## src/include/eth_loop_settings.svh

```systemverilog
`ifndef ETH_LOOP_SETTINGS_SVH
`define ETH_LOOP_SETTINGS_SVH

`default_nettype none

// beat layout
`define ETH_DATA_W 64
`define ETH_KEEP_W 8

// beats of store per direction, power of two
`define ETH_REGION_DEPTH 64

// transmit hold after reset, clk156 cycles
`define ETH_PREFILL 32

// write staging slots per cross buffer
`define ETH_STAGE_DEPTH 2

`default_nettype wire

`endif

```

## src/design/link_startup.sv

```systemverilog
`timescale 1ns/1ps
`include "eth_loop_settings.svh"
`default_nettype none

module link_startup (
	input  logic clk156,
	input  logic eth_rst,
	output logic tx_release
);

	localparam logic [1:0] ST_IDLE     = 2'd0;
	localparam logic [1:0] ST_COUNT    = 2'd1;
	localparam logic [1:0] ST_RELEASED = 2'd2;

	localparam int CNT_W = $clog2(`ETH_PREFILL + 1);
	localparam logic [CNT_W-1:0] CNT_LAST = CNT_W'(`ETH_PREFILL - 1);

	logic [1:0]       state;
	logic [CNT_W-1:0] wait_cnt;

	// idle takes one edge, count takes ETH_PREFILL edges
	always_ff @(posedge clk156) begin
		if (eth_rst) begin
			state    <= ST_IDLE;
			wait_cnt <= '0;
		end else begin
			case (state)
				ST_IDLE: state <= ST_COUNT;
				ST_COUNT: begin
					if (wait_cnt == CNT_LAST)
						state <= ST_RELEASED;
					else
						wait_cnt <= wait_cnt + 1'b1;
				end
				ST_RELEASED: state <= ST_RELEASED; // held until reset
				default: state <= ST_IDLE;
			endcase
		end
	end

	assign tx_release = (state == ST_RELEASED);

endmodule

`default_nettype wire

```

## config.mk

```make
export PLATFORM = sky130hd
export DESIGN_NAME = link_startup
export DESIGN_NICKNAME = d
export VERILOG_FILES = /design/src/design/link_startup.sv
export VERILOG_INCLUDE_DIRS = /design/src /design/src/include
export SDC_FILE = /design/constraint.sdc
export NUM_CORES = 1
export LEC_CHECK = 0
export ABC_AREA = 1
export ABC_CLOCK_PERIOD_IN_PS = 2790
export BUFFER_PORTS_ARGS = -buffer_cell sky130_fd_sc_hd__buf_2
export CORE_AREA = 5 5 42 44
export CTS_BUF_LIST = sky130_fd_sc_hd__clkbuf_16
export DETAILED_ROUTE_END_ITERATION = 7
export DIE_AREA = 0 0 47 49
export PLACE_DENSITY_LB_ADDON = 0.2
export SETUP_SLACK_MARGIN = 0.02
export SLEW_MARGIN = 5
export SYNTH_ARGS = -nofsm -noshare
export SYNTH_HDL_FRONTEND = slang
export SYNTH_SLANG_ARGS = --single-unit
```

## constraint.sdc

```tcl
create_clock -name clk156 -period 2.79 [get_ports clk156]
set_input_delay 0.837 -clock clk156 [delete_from_list [all_inputs] [get_ports clk156]]
set_output_delay 0.837 -clock clk156 [all_outputs]
set_load 0.03 [all_outputs]
```

* After elaboration in Yosys (flattened, before gate mapping)
Cells that the tools add are included.
Word-level totals: bits of input ports 2, output and inout port bits 1, logic and storage cells 12, register bits after elaboration 8
Operators by class: multiplexer cells 2, reduce and logical (&&, ||, !) cells 2, equal/unequal tests 4, bitwise operators 1, add/sub/neg operators 1
Operators with widths (count):
- $add 6x1->6 const B | 1
- $eq 6x5->1 const B | 1
- $pmux 2 s3 | 1
- $eq 2x1->1 const B | 1
- $eq 2x2->1 const B | 1
- $logic_not 2->1 | 1
- $mux 2 | 1
- $ne 2x2->1 const B | 1
- $reduce_and 2->1 | 1
- $not 1->1 | 1

* Logic depth before layout (Yosys ltp)
depth after elaboration 3, mapped depth 8, depth with buffers taken out 8

* Least setup slack after synthesis
OpenSTA, ideal clock, no wires.
path type reg-to-output, start reg state[0], end out tx_release, slack 1268 ps, data arrival time 685 ps, required time 1953 ps, stages on the path, launching flop included 3, path through dfxtp_1 > inv_1 > ha_1
Between the ends: cells in the longest elaborated chain, start to end 1
Ends and longest elaborated chain:
- from (decl) | line link_startup.sv:18 | logic [1:0] state;
- from (signal assigned) | line link_startup.sv:24 | state <= ST_IDLE;
- from (signal assigned) | line link_startup.sv:28 | ST_IDLE: state <= ST_COUNT;
- from (signal assigned) | line link_startup.sv:31 | state <= ST_RELEASED;
- $eq 2x2->1 | line link_startup.sv:41 | assign tx_release = (state == ST_RELEASED);
- to (decl) | line link_startup.sv:8 | output logic tx_release
No other way between the ends.

* Final worst setup path
Same ends and word-level chain as after synthesis.

==> results.toml <==
[logic_synthesis]
ys_seq_elements = 8
synth_cells = 62
synth_top_family_by_area = "simple AND/OR/NAND/NOR gates"
yosys_warnings = 0
synth-simple-area-share_pct = 33.1
synth_compound_area_share_pct = 10.8
ys_seq_area_share_pct = 36.3
synth_fa_ha_area_share_pct = 11.3
syn_area_um2 = 442
synth.area.mux_share_pct = 0
synth.distinct_cells = 12
synth_nets = 68
synthXorXnorAreaFrac_pct = 0
syn_avg_cell_area_um2 = 7.12

[power]
p_leak_nw = 0.244
p_seq_share_pct = 30.0
irDropWorstVdd_mv = 0.445
powerDensity_mw_per_mm2 = 979
clockPowerShare_pct = 45.4
power.internal_mw = 0.371
combPwrFrac_pct = 24.6
p_switching_mw = 0.164
netSwitchingFraction_pct = 30.7

[timing]
hold_viol = 0
setup-tns-final_ns = 0
slew_headroom_pct = 79.8
slew_viol_final = 0
finClkSkew_ns = 0.00239
setup_viol = 0
post-route-period-util_pct = 65.5
timing.final.crit_period_ns = 1.83
rsz0062_at_grt = "false"
max_slew.worst_pin.slew_ns = 0.303
clock.fmax_ghz = 0.547

[clock_network]
post_cts_buffers = 0
clock_path_buffers = 2
clk_latency_ns = 0.24
clkTransAtPathRegs_ns = 0.04
cts_hold_buffers = 0
cts.repair.resized = 0
cts-root-buf = "clkbuf_16"
cts_tree = "done"
cts_inserted_buffers = 3
clock-sinks = 8
htree_num_levels = 1

[finish]
fill_cells = 155
nNetsFinal = 75
final_cells = 83
syn_to_final_growth_pct = 23.8
post-route-util_pct = 39.0
drive_gt1_share_pct = 16.4
multi_input_area_um2 = 244
seq_area_um2 = 160
num_antenna_cells = 0

[die]
core_mm2 = 0.00140
die_y_um = 49
dieArea_mm2 = 0.00230
ioPinCount = 3
die_w_um = 47
rows = 14
start_util_pct = 31.5

[global_routing]
overflow = 0
grt_first_pass_wirelength_um = 1420
use_met2_pct = 10.6
gr-usage-met3_pct = 6.64
grt_pass1_vias = 337
grt_start_max_net_pins = 8
grt.total_usage_pct = 9.03
grt_busiest_layer = "met1"
grt_use_met1_pct = 11.3
grt_antenna_before_repair = 0

[worst_setup_path]
crit_type = "reg -> out"
r2r-start = "wait_cnt[0]$_SDFFE_PP0P_"
critPathLaunchType = "flop"
cp.required_ns = 1.95
crit_fanout = 3
worstSetupStartpoint = "state[0]$_SDFFE_PP0P_"
arrival_ns = 0.99
crit_path_end_kind = "primary output"
regToRegSetupSlack_ns = 1.45

[place]
io_buffers = 2
finalWeightedCongestion = 0.749
dp_cells = 80
place.detailed.hpwl_um = 590

[route]
postRouteAntennaNets = 0
avgViaCountPerCell = 4.37
wl_um = 793
dr.pass1.iters = 3
drt-wirelength-per-cell_um = 9.55
drc = 0
drtIter0Drc = 5
vias = 363

[worst_hold_path]
min_from = "wait_cnt[4]$_SDFFE_PP0P_"
hp-class = "reg -> reg"

[flow_run]
maxCapViolCount = 0

[status]
status = "finished, final reports clean"
-- Yosys cell counts (all sizes together) --
library cell	number	share of area, %
nand2	13	13
inv	10	8.5
a21oi	4	6.2
o21ai	4	4.5
nand3	3	3.4
ha	4	11
nand4	3	4.2
nor2	13	13
dfxtp	8	36
-- area by class of cell --
cell class	count	area share, %
Multi-Input combinational cell	44	44.6
Tap cell	16	3.66
Inverter	10	6.86
Sequential cell	8	29.3
Timing Repair Buffer	2	1.83
Clock buffer	3	13.7
-- worst max-delay path, stage by stage, from the launching register on --
cell and delay [ns]:
dfxtp_1 0.33, inv_1 0.07, ha_1 0.19, buf_2 0.17
-- per-stage QoR --
stage / hold WS, ns / area [um^2] / total power, mW / setup slack [ns]
3_3_place_gp: 0.450 / 472 / 0.296 / 1.21
6_report: 0.460 / 547 / 0.535 / 0.962
5_1_grt: 0.491 / 547 / 0.578 / 0.905
4_1_cts: 0.465 / 547 / 0.545 / 0.950
2_1_floorplan: 0.438 / 442 / 0.266 / 1.27
3_5_place_dp: 0.461 / 472 / 0.296 / 1.21
-- registers in the layout (all words and copies together) (netlist names) --
signal    count
wait_cnt      6
state         2
-- worst paths after layout --
check                             end  cells after the start
min reg2reg  wait_cnt[4]$_SDFFE_PP0P_                      2
max reg2reg  wait_cnt[0]$_SDFFE_PP0P_                      7
min          wait_cnt[4]$_SDFFE_PP0P_                      2
max                        tx_release                      3
-- per-layer routing --
metal,part of all wire [%],vias to the layer above
met5,0,-
met4,2.4,0
met3,7.8,2
met2,38,6
met1,51,146
li1,-,209
-- placed cells by master, fill, tap and decap left out --
master,Yosys,final
nand4_1,3,3
inv_1,10,10
nand3_1,3,3
buf_2,0,2
a21oi_2,2,2
nand2_1,10,10
clkbuf_16,0,3
a21oi_1,2,2
o21ai_0,4,4
dfxtp_1,8,8
nand2_2,3,3
nor2_1,12,12
ha_1,4,4
nor2_4,1,1
-- cells by family after synthesis --
logic type / count (synthesis)
flops: 8
fa+ha+maj: 4
compound gates: 8
buf+inv: 10
simple gates: 32
-- power by group through the flow --
stage                     Sequential, mW  Combinational, mW  Clock (mW)
after floorplan                    0.159              0.108           0
after global placement             0.162              0.133           0
after detailed placement           0.162              0.133           0
after CTS                          0.161              0.134       0.250
after global routing               0.167              0.154       0.258
final                              0.161              0.132       0.243
No activity file was read; power rests on OpenSTA's default activity.
