==> src/include/eth_loop_settings.svh <==
`ifndef ETH_LOOP_SETTINGS_SVH
`define ETH_LOOP_SETTINGS_SVH

`default_nettype none

// beat layout
`define ETH_DATA_W 64
`define ETH_KEEP_W 8

// beats of store per direction, power of two
`define ETH_REGION_DEPTH 64

// transmit hold after reset, clk156 cycles
`define ETH_PREFILL 32

// write staging slots per cross buffer
`define ETH_STAGE_DEPTH 2

`default_nettype wire

`endif

==> src/design/eth_loop_pkg.sv <==
`include "eth_loop_settings.svh"
`default_nettype none

package eth_loop_pkg;

	// one stream beat, also the store word
	typedef struct packed {
		logic [`ETH_DATA_W-1:0] data;
		logic [`ETH_KEEP_W-1:0] keep;
		logic                   last;
	} eth_beat_t;

	// slot inside one direction's region
	typedef logic [$clog2(`ETH_REGION_DEPTH)-1:0] region_idx_t;

	// full store address, region select on top
	typedef struct packed {
		logic        port;
		region_idx_t idx;
	} store_addr_t;

	// 0 .. ETH_REGION_DEPTH inclusive
	typedef logic [$clog2(`ETH_REGION_DEPTH):0] occ_t;

endpackage

`default_nettype wire

==> src/design/mem_port_if.sv <==
`timescale 1ns/1ps
`default_nettype none

interface mem_port_if;
	import eth_loop_pkg::*;

	// write channel, held until wr_gnt
	logic        wr_req;
	logic        wr_gnt;
	region_idx_t wr_idx;
	eth_beat_t   wr_beat;

	// read channel, data one clock after rd_gnt
	logic        rd_req;
	logic        rd_gnt;
	region_idx_t rd_idx;
	logic        rd_valid;
	eth_beat_t   rd_beat;

	modport buffer (
		output wr_req, wr_idx, wr_beat,
		input  wr_gnt,
		output rd_req, rd_idx,
		input  rd_gnt, rd_valid, rd_beat
	);

	modport store (
		input  wr_req, wr_idx, wr_beat,
		output wr_gnt,
		input  rd_req, rd_idx,
		output rd_gnt, rd_valid, rd_beat
	);

endinterface

`default_nettype wire

==> src/design/cross_buffer.sv <==
`timescale 1ns/1ps
`include "eth_loop_settings.svh"
`default_nettype none

module cross_buffer (
	input  logic                  clk156,
	input  logic                  eth_rst,
	input  logic                  tx_release,
	input  logic                  rx_valid,
	input  eth_loop_pkg::eth_beat_t rx_beat,
	output logic                  tx_valid,
	input  logic                  tx_ready,
	output eth_loop_pkg::eth_beat_t tx_beat,
	output logic                  overflow,
	mem_port_if.buffer            mem
);
	import eth_loop_pkg::*;

	localparam int STG_W = $clog2(`ETH_STAGE_DEPTH);
	localparam logic [STG_W-1:0] STG_LAST = STG_W'(`ETH_STAGE_DEPTH - 1);
	localparam logic [STG_W:0]   STG_FULL = (STG_W+1)'(`ETH_STAGE_DEPTH);
	localparam occ_t             OCC_MAX  = occ_t'(`ETH_REGION_DEPTH);

	// write staging queue
	eth_beat_t        stg_mem [`ETH_STAGE_DEPTH];
	logic [STG_W-1:0] stg_wp;
	logic [STG_W-1:0] stg_rp;
	logic [STG_W:0]   stg_cnt;

	// region bookkeeping
	region_idx_t wr_ptr;
	region_idx_t rd_ptr;
	occ_t        occ;    // accepted, not yet sent
	occ_t        stored; // in store, read not yet issued

	// transmit skid stage
	eth_beat_t  skid_mem [2];
	logic       skid_wp;
	logic       skid_rp;
	logic [1:0] skid_cnt;

	logic rx_accept;
	logic stg_pop;
	logic tx_pop;
	logic rd_room;

	function automatic logic [STG_W-1:0] stg_next(input logic [STG_W-1:0] p);
		return (p == STG_LAST) ? '0 : p + 1'b1;
	endfunction

	// skid entries plus the one arriving now must leave a slot
	assign rd_room   = (skid_cnt + {1'b0, mem.rd_valid}) < 2'd2;
	assign rx_accept = rx_valid && (occ < OCC_MAX) && (stg_cnt < STG_FULL);
	assign stg_pop   = mem.wr_gnt;
	assign tx_pop    = tx_valid && tx_ready;

	assign mem.wr_req  = (stg_cnt != '0);
	assign mem.wr_idx  = wr_ptr;
	assign mem.wr_beat = stg_mem[stg_rp]; // head holds until granted

	// stays asserted until granted, room cannot shrink meanwhile
	assign mem.rd_req = tx_release && (stored != '0) && rd_room;
	assign mem.rd_idx = rd_ptr;

	assign tx_valid = (skid_cnt != 2'd0);
	assign tx_beat  = skid_mem[skid_rp];

	always_ff @(posedge clk156) begin
		if (rx_accept)
			stg_mem[stg_wp] <= rx_beat;
		if (mem.rd_valid)
			skid_mem[skid_wp] <= mem.rd_beat;
	end

	always_ff @(posedge clk156) begin
		if (eth_rst) begin
			stg_wp   <= '0;
			stg_rp   <= '0;
			stg_cnt  <= '0;
			wr_ptr   <= '0;
			rd_ptr   <= '0;
			occ      <= '0;
			stored   <= '0;
			skid_wp  <= 1'b0;
			skid_rp  <= 1'b0;
			skid_cnt <= 2'd0;
			overflow <= 1'b0;
		end else begin
			if (rx_accept)
				stg_wp <= stg_next(stg_wp);
			if (stg_pop) begin
				stg_rp <= stg_next(stg_rp);
				wr_ptr <= wr_ptr + 1'b1; // wraps inside the region
			end
			if (mem.rd_gnt)
				rd_ptr <= rd_ptr + 1'b1;
			stg_cnt <= stg_cnt + {{STG_W{1'b0}}, rx_accept} - {{STG_W{1'b0}}, stg_pop};
			occ     <= occ + occ_t'(rx_accept) - occ_t'(tx_pop);
			stored  <= stored + occ_t'(mem.wr_gnt) - occ_t'(mem.rd_gnt);

			skid_wp  <= skid_wp ^ mem.rd_valid;
			skid_rp  <= skid_rp ^ tx_pop;
			skid_cnt <= skid_cnt + {1'b0, mem.rd_valid} - {1'b0, tx_pop};

			if (rx_valid && !rx_accept)
				overflow <= 1'b1; // sticky until reset
		end
	end

endmodule

`default_nettype wire

==> src/flat_wrapper.sv <==
// flat-port wrapper written by rule: the top's interface ports become plain ports
module cross_buffer_flat import eth_loop_pkg::*;
  (clk156, eth_rst, tx_release, rx_valid, rx_beat, tx_valid, tx_ready, tx_beat, overflow, mem_wr_req, mem_wr_idx, mem_wr_beat, mem_wr_gnt, mem_rd_req, mem_rd_idx, mem_rd_gnt, mem_rd_valid, mem_rd_beat);
  mem_port_if mem_i ();
  input  logic clk156;
  input  logic eth_rst;
  input  logic tx_release;
  input  logic rx_valid;
  input  eth_loop_pkg::eth_beat_t rx_beat;
  output logic tx_valid;
  input  logic tx_ready;
  output eth_loop_pkg::eth_beat_t tx_beat;
  output logic overflow;
  output wire logic [$bits(mem_i.wr_req)-1:0] mem_wr_req;
  output wire logic [$bits(mem_i.wr_idx)-1:0] mem_wr_idx;
  output wire logic [$bits(mem_i.wr_beat)-1:0] mem_wr_beat;
  input wire logic [$bits(mem_i.wr_gnt)-1:0] mem_wr_gnt;
  output wire logic [$bits(mem_i.rd_req)-1:0] mem_rd_req;
  output wire logic [$bits(mem_i.rd_idx)-1:0] mem_rd_idx;
  input wire logic [$bits(mem_i.rd_gnt)-1:0] mem_rd_gnt;
  input wire logic [$bits(mem_i.rd_valid)-1:0] mem_rd_valid;
  input wire logic [$bits(mem_i.rd_beat)-1:0] mem_rd_beat;
  assign mem_wr_req = mem_i.wr_req;
  assign mem_wr_idx = mem_i.wr_idx;
  assign mem_wr_beat = mem_i.wr_beat;
  assign mem_i.wr_gnt = mem_wr_gnt;
  assign mem_rd_req = mem_i.rd_req;
  assign mem_rd_idx = mem_i.rd_idx;
  assign mem_i.rd_gnt = mem_rd_gnt;
  assign mem_i.rd_valid = mem_rd_valid;
  assign mem_i.rd_beat = mem_rd_beat;
  cross_buffer u_core (.clk156(clk156), .eth_rst(eth_rst), .tx_release(tx_release), .rx_valid(rx_valid), .rx_beat(rx_beat), .tx_valid(tx_valid), .tx_ready(tx_ready), .tx_beat(tx_beat), .overflow(overflow), .mem(mem_i));
endmodule
==> config.mk <==
export PLATFORM = sky130hd
export DESIGN_NAME = cross_buffer_flat
export DESIGN_NICKNAME = d
export VERILOG_FILES = /design/src/design/eth_loop_pkg.sv /design/src/design/mem_port_if.sv /design/src/design/cross_buffer.sv /design/src/flat_wrapper.sv
export VERILOG_INCLUDE_DIRS = /design/src /design/src/include
export SDC_FILE = /design/constraint.sdc
export NUM_CORES = 1
export LEC_CHECK = 0
export BUFFER_PORTS_ARGS = -buffer_cell sky130_fd_sc_hd__buf_4
export CAP_MARGIN = 0
export CORE_ASPECT_RATIO = 0.9
export CORE_MARGIN = 1
export CORE_UTILIZATION = 55
export CTS_BUF_LIST = sky130_fd_sc_hd__clkbuf_8
export DETAILED_ROUTE_END_ITERATION = 6
export PLACE_DENSITY = 0.85
export SKIP_CTS_REPAIR_TIMING = 1
export SLEW_MARGIN = 40
export SYNTH_ARGS = -nofsm -noshare
export SYNTH_HDL_FRONTEND = slang
export SYNTH_SLANG_ARGS = --single-unit
==> constraint.sdc <==
create_clock -name clk156 -period 5.2 [get_ports clk156]
set_clock_uncertainty 0.05 [all_clocks]
set_input_delay 0.78 -clock clk156 [delete_from_list [all_inputs] [get_ports clk156]]
set_output_delay 0.78 -clock clk156 [all_outputs]
set_load 0.03 [all_outputs]
Word level (Yosys, flattened, before mapping). Memories as Yosys holds them, arrays and structs flattened. A register that Yosys moved wholly into a read port is not among the register bits. Index checks and enable logic that the tools add are counted.

Add/sub/neg operators: 12. Magnitude comparators: 3. Reduce and logical (&&, ||, !) cells: 10. Bitwise operators: 2. Muxes and demuxes: 9.

Operator list (number): $add 7x1->7 (2); $sub 7x1->7 (2); $add 6x1->6 const B (2); $mux 1 (9); $lt 7x7->1 const B (1); $reduce_bool 7->1 (1); $logic_and 1x1->1 (6); $add 2x1->2 (2); $lt 2x2->1 const B (2); $reduce_bool 2->1 (2); $sub 2x1->2 (2); $add 1x1->1 const B (2); $xor 1x1->1 (2); $logic_not 1->1 (1).

Bits of input ports: 154. RAM bits: 292. Logic and storage cells: 49. Register bits after elaboration: 35. Memories: 2. Output and inout bits: 162.

Memories: u_core.skid_mem (words 2, bits a word 73, rd ports 1, clocked after memory_dff 1, write ports 1, line cross_buffer.sv:37) `eth_beat_t skid_mem [2];`; u_core.stg_mem (words 2, bits a word 73, rd ports 1, clocked after memory_dff 1, write ports 1, line cross_buffer.sv:25) `` eth_beat_t stg_mem [`ETH_STAGE_DEPTH]; ``.

Longest topological paths before layout. Gate-level depths: netlist of the first run.

Depth after elaboration: 5. Gate-level depth with buffers: 11. Gate-level depth less buffers: 11.

Worst setup path before layout of the first run. OpenSTA, ideal clock, no wires.

Path kind: input port to flip-flop. Start point: in rx_valid. End point: mem u_core.stg_mem[0][0] in the netlist's numbering (enable). Path buffers: 0. Setup time: 0.505 ns. Required time: 4.645 ns. Stages on the path: 2. Path slack: 0.429 ns. Arrival: 4.216 ns. Cells stage by stage: or3b_1 nor2_1.

Word-level cells in the longest chain between the ends: 4.

RTL lines: start: declaration (line flat_wrapper.sv:8) `input logic rx_valid;`; $logic_and 1x1->1 (2 in a row) (line cross_buffer.sv:53) `assign rx_accept = rx_valid && (occ < OCC_MAX) && (stg_cnt < STG_FULL);`; $mux 1 (line cross_buffer.sv:69) `if (rx_accept)`; $mux 1 (not written as such) (line cross_buffer.sv:70) `stg_mem[stg_wp] <= rx_beat;`; end: declaration (line cross_buffer.sv:25).

No other way between the ends.

==> reports/qor.tcl, run 1 <==
set qor(status) {finished clean}
set qor(synth-warning-count) 0
set qor(synth_enable_flop_cells) 292
set qor(synth_top_cells_by_area) {sky130_fd_sc_hd__edfxtp_1 (70%), sky130_fd_sc_hd__mux2_2 (13%), sky130_fd_sc_hd__dfxtp_1 (5.8%)}
set qor(layout_min_cycle_time_ns) 3.377
set qor(setup-violations-final) 0
set qor(worst-endpoint-arrival_ns) 2.55
set qor(firstDrtPassIters) 5
set qor(gp_congestion) 0.8167
set qor(synth_cell_type_count) 44
set qor(yosys_most_used_dff) {sky130_fd_sc_hd__edfxtp_1}
set qor(multi_input_gate_area_um2) 2773
set qor(route.detailed.vias_per_inst) 5.206
set qor(synth.net_count) 850
set qor(global_route_wire_length_before_repair_mm) 38.67
set qor(core_area_um2) 21890
set qor(floorplan.rows) 51
set qor(clk_pin_slew_worst_paths_ns) 0.07
set qor(drt-wirelength-per-cell_um) 19.75
set qor(routed_wirelength_mm) 26.60
set qor(ctsLongestPathBuffers) 3
set qor(share_of_final_layout_standard_cells_stronger_than_drive_strength_1_pct) 51.04
set qor(cp_slowest_cell) {sky130_fd_sc_hd__dfxtp_2}
set qor(num-fill-cells) 1345
set qor(design.portCount) 316
set qor(dieHeight_um) 144.7
set qor(rsz0062_at_grt) {no}
set qor(tritoncts) {built}
set qor(synthesis.instances) 670
set qor(worst_slew_pin_slew_ns) 0.8192
set qor(power_leakage_uw) 0.006158
set qor(num_antenna_cells) 0
set qor(critPathMaxStageDelay_ns) 0.77
set qor(holdCritPathClass) {in -> reg}
set qor(ys_ff_latch) 328
set qor(syn_area_um2) 12440
set qor(timing.critical_path.cells) {buf_4 -> mux2_2 -> buf_4}
set qor(syn2layout_area_growth_pct) 28.68
set qor(root_buffer) {sky130_fd_sc_hd__clkbuf_8}
set qor(power_density_nw_per_um2) 484.2
set qor(crit_fanout) 44
set qor(timing.critical_path.from_type) {flip-flop}
set qor(h-tree-depth) 2
set qor(tcrit_tclk_final_pct) 64.95
set qor(remaining_routing_drc_violations) 0
set qor(postSynthAreaPerCell_um2) 18.57
set qor(finalNetCount) 1203
set qor(tritoncts_num_sinks) 328
set qor(grt_max_degree) 74
set qor(cts_buffers) 50
set qor(route.antenna.remaining_nets) 0
set qor(largest_voltage_drop_on_the_vdd_net_v) 0.0003531
set qor(finalHoldViolCount) 0
set qor(synth_top_area_share_pct) 70.47
set qor(grt_pass1_vias) 7113
set qor(floorplan.die_area_um2) 23230
set qor(largest_delay_share_family_worst_path) {flip-flops}
set qor(dp.final_hpwl_mm) 17.87
set qor(sequential_cell_area_in_the_final_layout_um2) 9494
set qor(maxSlewViolCount) 0
set qor(dp.cells) 1262
set qor(path_common_cell) {sky130_fd_sc_hd__buf_4}
set qor(critical_path_class) {reg -> out}
set qor(slew_headroom_pct) 45.38
set qor(grt_usage_pct) 22.14
set qor(buffer_ports.inserted) 315
set qor(ys_seq_area_share_pct) 76.27
set qor(layoutNonFillerInstCount) 1347
set qor(critical_path_required_ns) 4.37
set qor(postSynth.asyncResetShare_pct) 0
set qor(achievable-frequency_mhz) 296.1
set qor(floorplan.initialDensity_pct) 56.85
set qor(antenna_violations_before_repair) 0
set qor(initialDrtViolationCount) 478
set qor(die_width_um) 160.5
set qor(yosysTopAreaCell) {sky130_fd_sc_hd__edfxtp_1}
set qor(category_of_the_worst_setup_path_capture_point) {output port}
set qor(cp_num_buf_inv) 2
set qor(clock_latency_ns) 0.53
set qor(global_route.overflow_total) 0
set qor(vias_after_detailed_routing) 7013
set qor(setup_total_neg_slack_ns) 0
set qor(max-cap-violations) 0
state kept, by name (all words and copies together) (netlist names), 2 cells and up, named ones only:
| signal | cells |
|---|---|
| u_core.skid_mem | 146 |
| u_core.stg_mem | 146 |
| u_core.occ | 7 |
| u_core.stored | 7 |
| u_core.mem.rd_idx | 6 |
| u_core.mem.wr_idx | 6 |
| u_core.skid_cnt | 2 |
| u_core.stg_cnt | 2 |
path summary, 6_finish.rpt:
path | start | endpoint | slack (ns) | cells after the start
worst max register to register | u_core.skid_cnt[0]$_SDFF_PP0_ | u_core.occ[4]$_SDFF_PP0_ | 2.63 | 11
worst max-delay path | flip-flop | mem_wr_beat[53] | 1.82 | 3
worst min register to register | u_core.overflow$_SDFFE_PP0P_ | u_core.overflow$_SDFFE_PP0P_ | 0.43 | 2
worst min-delay path | mem_rd_beat[27] | u_core.skid_mem[1][27]$_DFFE_PP_ | 0.35 | 1
per-stage QoR:
step / hold WS, ns / total power, uW / area (um2) / setup slack, ns / util, %
after floorplan: 0.4313 / 5103 / 12440 / 0.4294 / -
after CTS: 0.3239 / 7815 / 16000 / 1.795 / 73.10
after global routing: 0.3175 / 8112 / 16010 / 1.687 / 73.15
after global placement: 0.4092 / 5879 / 15130 / 2.349 / 69.12
after detailed placement: 0.4274 / 5940 / 15140 / 2.321 / 69.17
final: 0.3532 / 7752 / 16010 / 1.823 / 73.15
synth_stat cells (2+ instances only):
library cell and count:
sky130_fd_sc_hd__a21oi_1 8, sky130_fd_sc_hd__o21ai_0 6, sky130_fd_sc_hd__nand3_1 3, sky130_fd_sc_hd__a211oi_1 3, sky130_fd_sc_hd__nand2_1 7, sky130_fd_sc_hd__or2_2 2, sky130_fd_sc_hd__mux2i_1 2, sky130_fd_sc_hd__nor3_1 3
sky130_fd_sc_hd__xor2_1 10, sky130_fd_sc_hd__ha_1 24, sky130_fd_sc_hd__nor2b_1 4, sky130_fd_sc_hd__mux2_2 146, sky130_fd_sc_hd__nand4_1 4, sky130_fd_sc_hd__or3_1 2, sky130_fd_sc_hd__nor4_1 3, sky130_fd_sc_hd__clkbuf_1 3
sky130_fd_sc_hd__edfxtp_1 292, sky130_fd_sc_hd__nor4b_1 2, sky130_fd_sc_hd__xnor2_1 10, sky130_fd_sc_hd__and2_1 3, sky130_fd_sc_hd__dfxtp_1 36, sky130_fd_sc_hd__a31oi_1 2, sky130_fd_sc_hd__a21o_1 3, sky130_fd_sc_hd__o211ai_1 3
sky130_fd_sc_hd__buf_2 17, sky130_fd_sc_hd__inv_1 24, sky130_fd_sc_hd__nor2_1 30, sky130_fd_sc_hd__fa_1 2
area by class of cell:
type	count	share of cell area, %
repair buffers	322	15.15
well taps	291	2.274
inverters	25	0.5861
multi-input cells	296	17.32
clock buffers	50	4.298
flip-flops and latches	328	59.30
clock inverters	35	1.078
metal layers:
layer / track usage (%) / vias up / routed length (um)
li1: - / 3260 / -
met1: 26.67 / 3390 / 10070
met2: 37.53 / 311 / 13310
met3: 7.182 / 52 / 2440
met4: 8.221 / 0 / 777
met5: 0 / - / 0
report_power, final:
group	switching (uW)	leakage (uW)	total (uW)	internal, uW
Clock	915	0.000489	1860	942
Sequential	173	0.00301	3460	3280
Combinational	1420	0.00266	2440	1020
layout by cell type, fill, tap and decap left out, drive strengths merged, types with 2 or more instances in the layout:
| master | synthesis | final |
|---|---|---|
| buf | 17 | 322 |
| edfxtp | 292 | 292 |
| mux2 | 146 | 146 |
| clkbuf | 4 | 50 |
| inv | 24 | 38 |
| dfxtp | 36 | 36 |
| nor2 | 30 | 30 |
| ha | 24 | 24 |
| clkinv | 1 | 20 |
| xnor2 | 10 | 10 |
| xor2 | 10 | 10 |
| a21oi | 8 | 8 |
| nand2 | 7 | 7 |
| o21ai | 6 | 6 |
| nor2b | 4 | 4 |
| nand4 | 4 | 4 |
| nand3 | 4 | 4 |
| a21o | 3 | 3 |
| nor4 | 3 | 3 |
| o211ai | 3 | 3 |
| a211oi | 3 | 3 |
| nor3 | 3 | 3 |
| and2 | 3 | 3 |
| or2 | 2 | 2 |
| nor4b | 2 | 2 |
| mux2i | 2 | 2 |
| a31oi | 2 | 2 |
| or3 | 2 | 2 |
| fa | 2 | 2 |
cells by family after synthesis:
kind of cell	after synthesis	synth area share, %
buffers and inverters	46	1.639
and+or+nand+nor	71	2.957
DFF	328	76.27
adders and majority gates	26	2.735
xor gates and xnor gates	20	1.408
AOI/OAI and AO/OA	31	1.619
muxes	148	13.37
Note: power is estimated with default switching activity, not from simulation.
==> inputs of run 2 (changes only) <==
--- a/config.mk
+++ b/config.mk
@@ -10,10 +10,10 @@
 export CAP_MARGIN = 0
 export CORE_ASPECT_RATIO = 0.9
 export CORE_MARGIN = 1
-export CORE_UTILIZATION = 55
+export CORE_UTILIZATION = 50
 export CTS_BUF_LIST = sky130_fd_sc_hd__clkbuf_8
 export DETAILED_ROUTE_END_ITERATION = 6
-export PLACE_DENSITY = 0.85
+export PLACE_DENSITY = 0.82
 export SKIP_CTS_REPAIR_TIMING = 1
 export SLEW_MARGIN = 40
 export SYNTH_ARGS = -nofsm -noshare
==> constraint.sdc (replaced) <==
create_clock -name clk156 -period 2.95 [get_ports clk156]
set_clock_uncertainty 0.05 [all_clocks]
set_input_delay 0.4425 -clock clk156 [delete_from_list [all_inputs] [get_ports clk156]]
set_output_delay 0.4425 -clock clk156 [all_outputs]
set_load 0.03 [all_outputs]
==> run 2 against run 1 <==
Global-route usage is 3.3 points lower. Critical path depth is 8 higher. Wire length up 5.9%. Final cell count increased by 9.4%. Highest routed layer unchanged. Final area up 7.3%. Utilization down 2.5 points.
==> reports/qor.tcl, run 2 (synthesis results as in run 1) <==
set qor(tcrit_tclk_final_pct) 87.99
set qor(post-route-cell-area_um2) 17180 ;# +7.3%
set qor(setup_total_neg_slack_ns) 0 ;# unchanged
set qor(grt_usage_pct) 18.82 ;# -3.3 points
set qor(firstDrtPassIters) 4 ;# -1
set qor(ctsLongestPathBuffers) 3 ;# unchanged
set qor(routed_wirelength_mm) 28.16 ;# +5.9%
set qor(power_density_nw_per_um2) 825.4 ;# +70%
set qor(r2r.worst_path.cells) 11 ;# unchanged
set qor(crit_fanout) 3 ;# -93%
set qor(share_of_final_layout_standard_cells_stronger_than_drive_strength_1_pct) 47.60 ;# -3.4 points
set qor(h-tree-depth) 2 ;# unchanged
set qor(design.portCount) 316 ;# unchanged
set qor(core_area_um2) 24320 ;# +11%
set qor(holdCritPathClass) {in -> reg}
set qor(setup-violations-final) 0 ;# unchanged
set qor(top_library_cells_by_usage_in_the_layout_fill_and_taps_aside) {sky130_fd_sc_hd__buf_4 (327), sky130_fd_sc_hd__edfxtp_1 (292), sky130_fd_sc_hd__mux2_2 (146)}
set qor(rsz0062_at_grt) {no}
set qor(grt_pass1_vias) 7208 ;# +1.3%
set qor(cts_buffers) 51 ;# +2.0%
set qor(achievable-frequency_mhz) 385.2
set qor(num_antenna_cells) 0 ;# unchanged
set qor(worst_slew_pin_slew_ns) 0.5556 ;# -0.2636 ns
set qor(dp.final_hpwl_mm) 17.08 ;# -4.5%
set qor(slew_headroom_pct) 62.96 ;# +18 points
set qor(placedInstanceArea_um2) 15310 ;# +1.1%
set qor(vias_after_detailed_routing) 7497 ;# +6.9%
set qor(fin_total_pwr_uw) 14180 ;# +83%
set qor(critical_path_class) {reg -> reg}
set qor(tritoncts_num_sinks) 328 ;# unchanged
set qor(initialDrtViolationCount) 376 ;# -21%
set qor(die_width_um) 168.3 ;# +4.8%
set qor(syn2layout_area_growth_pct) 38.06
set qor(dieHeight_um) 151.7 ;# +4.8%
set qor(status) {finished clean}
set qor(buffer_ports.inserted) 315 ;# unchanged
set qor(timing.critical_path.from_type) {flip-flop}
set qor(num-fill-cells) 1475 ;# +9.7%
set qor(hold-path-cell-count) 1 ;# unchanged
set qor(largest_voltage_drop_on_the_vdd_net_v) 0.0005691 ;# +61%
set qor(floorplan.rows) 54 ;# +5.9%
set qor(clock_latency_ns) 0.54 ;# about the same
set qor(global_route.overflow_total) 0 ;# unchanged
set qor(global_route_wire_length_before_repair_mm) 36.95 ;# -4.4%
set qor(worst-endpoint-arrival_ns) 3.01 ;# +0.46 ns
set qor(route.antenna.remaining_nets) 0 ;# unchanged
set qor(gp_congestion) 0.7383 ;# -9.6%
set qor(commonest_non_fill_non_tap_cell_in_the_layout) {sky130_fd_sc_hd__buf_4}
set qor(grt_max_degree) 74 ;# unchanged
set qor(finalNetCount) 1303 ;# +8.3%
set qor(power_leakage_uw) 0.006693 ;# +8.7%
set qor(remaining_routing_drc_violations) 0 ;# unchanged
set qor(antenna_violations_before_repair) 0 ;# unchanged
set qor(critical_path_required_ns) 3.36 ;# -1.01 ns
set qor(layout_min_cycle_time_ns) 2.596
set qor(fin_worst_hold_slack_ns) 0.01155 ;# -0.3416 ns
set qor(route.detailed.vias_per_inst) 5.086 ;# -2.3%
set qor(maxSlewViolCount) 0 ;# unchanged
set qor(max-cap-violations) 0 ;# unchanged
set qor(clk_pin_slew_worst_paths_ns) 0.07 ;# about the same
set qor(category_of_the_worst_setup_path_capture_point) {flip-flop}
set qor(floorplan.die_area_um2) 25520 ;# +9.9%
set qor(tritoncts) {built}
set qor(floorplan.initialDensity_pct) 51.15 ;# -5.7 points
set qor(drt-wirelength-per-cell_um) 19.11 ;# -3.2%
set qor(finalHoldViolCount) 0 ;# unchanged
set qor(root_buffer) {sky130_fd_sc_hd__clkbuf_8}
set qor(largestRegisters) {u_core.skid_mem (146), u_core.stg_mem (146)}
[run 2: cell types whose count changed in the layout (fill, tap and decap cells not counted)]
cell and change:
sky130_fd_sc_hd__buf_6 -2, sky130_fd_sc_hd__and2_2 -1, sky130_fd_sc_hd__ha_2 -1, sky130_fd_sc_hd__clkinv_1 -5
sky130_fd_sc_hd__ha_4 +1, sky130_fd_sc_hd__buf_4 +7, sky130_fd_sc_hd__inv_1 +10, sky130_fd_sc_hd__clkinv_2 -2
sky130_fd_sc_hd__buf_12 +5, sky130_fd_sc_hd__dlygate4sd3_1 +89, sky130_fd_sc_hd__clkbuf_8 +7, sky130_fd_sc_hd__clkinv_4 +1
sky130_fd_sc_hd__and2_4 +1
[run 2: worst paths after layout]
check                                    startpoint                           endpoint  slack (ns)
setup / recovery      u_core.skid_cnt[0]$_SDFF_PP0_           u_core.occ[4]$_SDFF_PP0_        0.35
hold / removal                      mem_rd_beat[21]   u_core.skid_mem[0][21]$_DFFE_PP_        0.01
hold reg to reg   u_core.mem.rd_idx[5]$_SDFFE_PP0P_  u_core.mem.rd_idx[5]$_SDFFE_PP0P_        0.45
setup reg to reg      u_core.skid_cnt[0]$_SDFF_PP0_           u_core.occ[4]$_SDFF_PP0_        0.35
[run 2: metal layers]
layer  routed length [um]  share of wire, %  vias to the layer above  track usage, %
met4                  587               2.1                        0           6.636
li1                     -                 -                     3475               -
met1                10700                38                     3638           22.21
met5                    0                 0                        -               0
met2                14230                51                      338           31.58
met3                 2645               9.4                       46           7.299
[run 2: power by group]
part | total [uW] | internal, uW | switching (uW)
Combinational | 4530 | 1940 | 2600
Clock | 3600 | 1860 | 1730
Sequential | 6050 | 5780 | 272
Total | 14200 | 9580 | 4600
[run 2: area by class of cell]
cell class / count / area, um2 / area share (%)
tap: 308 / 385.4 / 2.243
inverter: 25 / 93.84 / 0.5463
clock buffer: 57 / 784.5 / 4.567
sequential: 328 / 9494 / 55.27
timing repair buffer: 421 / 3446 / 20.06
clock inverter: 39 / 190.2 / 1.107
multi-input combinational: 296 / 2784 / 16.21
[run 2: metrics by stage]
step	worst slack (ns)	std cells	util [%]
floorplan	-0.2643	670	-
global placement	0.3966	1289	62.95
detailed placement	0.3651	1289	62.95
CTS	0.3577	1385	66.96
global route	0.1468	1474	70.62
finish	0.3542	1474	70.62
[run 2: critical path, cell delays in order (launching register included)]
cell	delay [ns]
sky130_fd_sc_hd__dfxtp_1	0.31
sky130_fd_sc_hd__or2_2	0.31
sky130_fd_sc_hd__and2_1	0.19
sky130_fd_sc_hd__ha_1	0.28
sky130_fd_sc_hd__inv_1	0.06
sky130_fd_sc_hd__ha_1	0.19
sky130_fd_sc_hd__inv_1	0.07
sky130_fd_sc_hd__fa_1	0.39
sky130_fd_sc_hd__nand2b_1	0.18
sky130_fd_sc_hd__a21boi_0	0.25
sky130_fd_sc_hd__nor3_1	0.07
sky130_fd_sc_hd__nor3_1	0.17
==> inputs of run 3 (changes only) <==
--- a/config.mk
+++ b/config.mk
@@ -8,12 +8,14 @@
 export LEC_CHECK = 0
 export BUFFER_PORTS_ARGS = -buffer_cell sky130_fd_sc_hd__buf_4
 export CAP_MARGIN = 0
+export CELL_PAD_IN_SITES_DETAIL_PLACEMENT = 1
+export CELL_PAD_IN_SITES_GLOBAL_PLACEMENT = 1
 export CORE_ASPECT_RATIO = 0.9
 export CORE_MARGIN = 1
-export CORE_UTILIZATION = 50
+export CORE_UTILIZATION = 41
 export CTS_BUF_LIST = sky130_fd_sc_hd__clkbuf_8
 export DETAILED_ROUTE_END_ITERATION = 6
-export PLACE_DENSITY = 0.82
+export PLACE_DENSITY = 0.81
 export SKIP_CTS_REPAIR_TIMING = 1
 export SLEW_MARGIN = 40
 export SYNTH_ARGS = -nofsm -noshare
==> run 3 against run 2 <==
Sequential cell count did not move. Via count rose by 6.3%. First-iteration DRC count rose by 31%. Critical path depth shrank 8. Final area is 4.0% higher. Critical path type is now reg -> out. Clock power grew 7.8%. Clock-buffer cell count shrank 4. Wire length grew 34%. Combinational power grew 5.7%. Hold slack improved by 0.057 ns. Final cell count is 10% higher.
==> reports/qor.tcl, run 3 (synthesis results as in run 1) <==
set qor(status) {finished clean}
set qor(tritoncts) {built}
set qor(setup-violations-final) 0 ;# unchanged
set qor(gp_congestion) 0.7419 ;# +0.49%
set qor(commonest_non_fill_non_tap_cell_in_the_layout) {sky130_fd_sc_hd__buf_4}
set qor(h-tree-depth) 2 ;# unchanged
set qor(cp_num_buf_inv) 2 ;# unchanged
set qor(clock_latency_ns) 0.58 ;# +0.04 ns
set qor(routed_wirelength_mm) 37.84 ;# +34%
set qor(tcrit_tclk_final_pct) 90.22 ;# +2.2 points
set qor(slew_headroom_pct) 64.58 ;# +1.6 points
set qor(grt_usage_pct) 18.98 ;# +0.16 points
set qor(category_of_the_worst_setup_path_capture_point) {output port}
set qor(crit_fanout) 47 ;# +44
set qor(floorplan.die_area_um2) 31050 ;# +22%
set qor(top_library_cells_by_usage_in_the_layout_fill_and_taps_aside) {sky130_fd_sc_hd__buf_4 (322), sky130_fd_sc_hd__edfxtp_1 (292), sky130_fd_sc_hd__mux2_2 (146), sky130_fd_sc_hd__dlygate4sd3_1 (146), sky130_fd_sc_hd__clkbuf_8 (53)}
set qor(clk_pin_slew_worst_paths_ns) 0.06 ;# about the same
set qor(layout_min_cycle_time_ns) 2.661 ;# +0.06564 ns
set qor(buffer_ports.inserted) 315 ;# unchanged
set qor(share_of_final_layout_standard_cells_stronger_than_drive_strength_1_pct) 45.33 ;# -2.3 points
set qor(root_buffer) {sky130_fd_sc_hd__clkbuf_8}
set qor(floorplan.initialDensity_pct) 41.64 ;# -9.5 points
set qor(firstDrtPassIters) 4 ;# unchanged
set qor(vias_after_detailed_routing) 7968 ;# +6.3%
set qor(tritoncts_num_sinks) 328 ;# unchanged
set qor(initialDrtViolationCount) 492 ;# +31%
set qor(rsz0062_at_grt) {no}
set qor(path_depth) 3 ;# -8
set qor(hold-path-cell-count) 3 ;# +2
set qor(route.antenna.remaining_nets) 0 ;# unchanged
set qor(grt_max_degree) 74 ;# unchanged
set qor(die_width_um) 185.6 ;# +10%
set qor(power_leakage_uw) 0.006888 ;# +2.9%
set qor(worst-endpoint-arrival_ns) 2.17 ;# -0.84 ns
set qor(antenna_violations_before_repair) 2 ;# +2
set qor(drt-wirelength-per-cell_um) 23.29 ;# +22%
set qor(power_density_nw_per_um2) 824.6 ;# -0.11%
set qor(ctsLongestPathBuffers) 3 ;# unchanged
set qor(maxSlewViolCount) 0 ;# unchanged
set qor(dieHeight_um) 167.3 ;# +10%
set qor(syn2layout_area_growth_pct) 43.56
set qor(core_area_um2) 29880 ;# +23%
set qor(timing.critical_path.cells) {buf_12 -> mux2_2 -> buf_4}
set qor(largestRegisters) {u_core.skid_mem (146), u_core.stg_mem (146)}
set qor(holdCritPathClass) {in -> reg}
set qor(critPathMaxStageDelay_ns) 0.62 ;# +0.23 ns
set qor(cts_buffers) 53 ;# +3.9%
set qor(cp_slowest_cell) {sky130_fd_sc_hd__dfxtp_4}
set qor(global_route.overflow_total) 0 ;# unchanged
set qor(setup_total_neg_slack_ns) 0 ;# unchanged
set qor(finalNetCount) 1358 ;# +4.2%
set qor(r2r.worst_path.cells) 11 ;# unchanged
set qor(remaining_routing_drc_violations) 0 ;# unchanged
set qor(largest_voltage_drop_on_the_vdd_net_v) 0.0005043 ;# -11%
set qor(critical_path_required_ns) 2.46 ;# -0.90 ns
set qor(achievable-frequency_mhz) 375.7 ;# -2.5%
set qor(global_route_wire_length_before_repair_mm) 44.15 ;# +19%
set qor(worst_slew_pin_slew_ns) 0.5301 ;# -0.02556 ns
set qor(dp.final_hpwl_mm) 20.31 ;# +19%
set qor(placedInstanceArea_um2) 15400 ;# +0.55%
set qor(max-cap-violations) 0 ;# unchanged
set qor(critical_path_class) {reg -> out}
set qor(floorplan.rows) 60 ;# +11%
set qor(route.detailed.vias_per_inst) 4.903 ;# -3.6%
set qor(num-fill-cells) 2812 ;# +91%
set qor(largest_delay_share_family_worst_path) {flip-flops}
set qor(grt_pass1_vias) 7866 ;# +9.1%
set qor(post-route-cell-area_um2) 17860 ;# +4.0%
set qor(design.portCount) 316 ;# unchanged
set qor(timing.critical_path.from_type) {flip-flop}
set qor(finalHoldViolCount) 0 ;# unchanged
==> run 3: cell types whose count changed in the layout (fill, tap and decap cells not counted), sizes merged <==
cell | before | now
buf | 332 | 328
bufinv | 1 | 3
clkbuf | 57 | 53
clkinv | 14 | 23
clkinvlp | 1 | 3
diode | 0 | 2
dlygate4sd3 | 89 | 146
inv | 48 | 40
==> run 3: power breakdown <==
part           leakage, uW  internal (uW)  switching (uW)
registers          0.00301           5780             278
logic              0.00331           1990            2800
clock network     0.000558           1950            1930
==> run 3: area by class of cell <==
class                   count  area [um2]  area share [%]
repair buffers            474        3999           22.39
flip-flops and latches    328        9497           53.17
well taps                 403       504.2           2.823
inverters                  25       93.84          0.5254
diodes                      2       5.005         0.02802
clock buffers              53       729.5           4.084
clock inverters            44       270.3           1.513
multi-input cells         296        2764           15.47
==> run 3: final timing paths <==
path | start | slack (ns) | end
max | flip-flop | 0.29 | mem_wr_beat[19]
min | rx_valid | 0.07 | u_core.overflow$_SDFFE_PP0P_
max reg2reg | u_core.skid_cnt[0]$_SDFF_PP0_ | 0.36 | u_core.occ[4]$_SDFF_PP0_
min reg2reg | u_core.mem.rd_idx[5]$_SDFFE_PP0P_ | 0.44 | u_core.mem.rd_idx[5]$_SDFFE_PP0P_
==> run 3: worst register-to-register path: cells and delay by family (launching register included) <==
| family | cells | cell delay (ns) |
|---|---|---|
| DFF | 1 | 0.31 |
| buffers and inverters | 2 | 0.12 |
| AOI/OAI and AO/OA | 1 | 0.25 |
| adders and majority gates | 3 | 0.83 |
| and+or+nand+nor | 5 | 0.95 |
==> run 3: routing by layer <==
layer | track usage (%) | part of all wire, %
met1 | 20.03 | 36
met2 | 33.27 | 54
met4 | 8.696 | 3.5
met5 | 0 | 0
met3 | 7.199 | 6.3
==> run 3: stage by stage <==
step	setup WS [ns]	power, uW	util (%)	hold WS, ns	instances
2_1_floorplan	-0.2643	8978	-	0.4313	670
3_3_place_gp	0.3957	10470	51.53	0.4045	1380
3_5_place_dp	0.3279	10640	51.53	0.4298	1380
4_1_cts	0.2582	14450	54.87	-0.08728	1477
5_1_grt	0.1694	15340	59.78	0.03767	1625
6_report	0.2886	14730	59.78	0.06868	1625
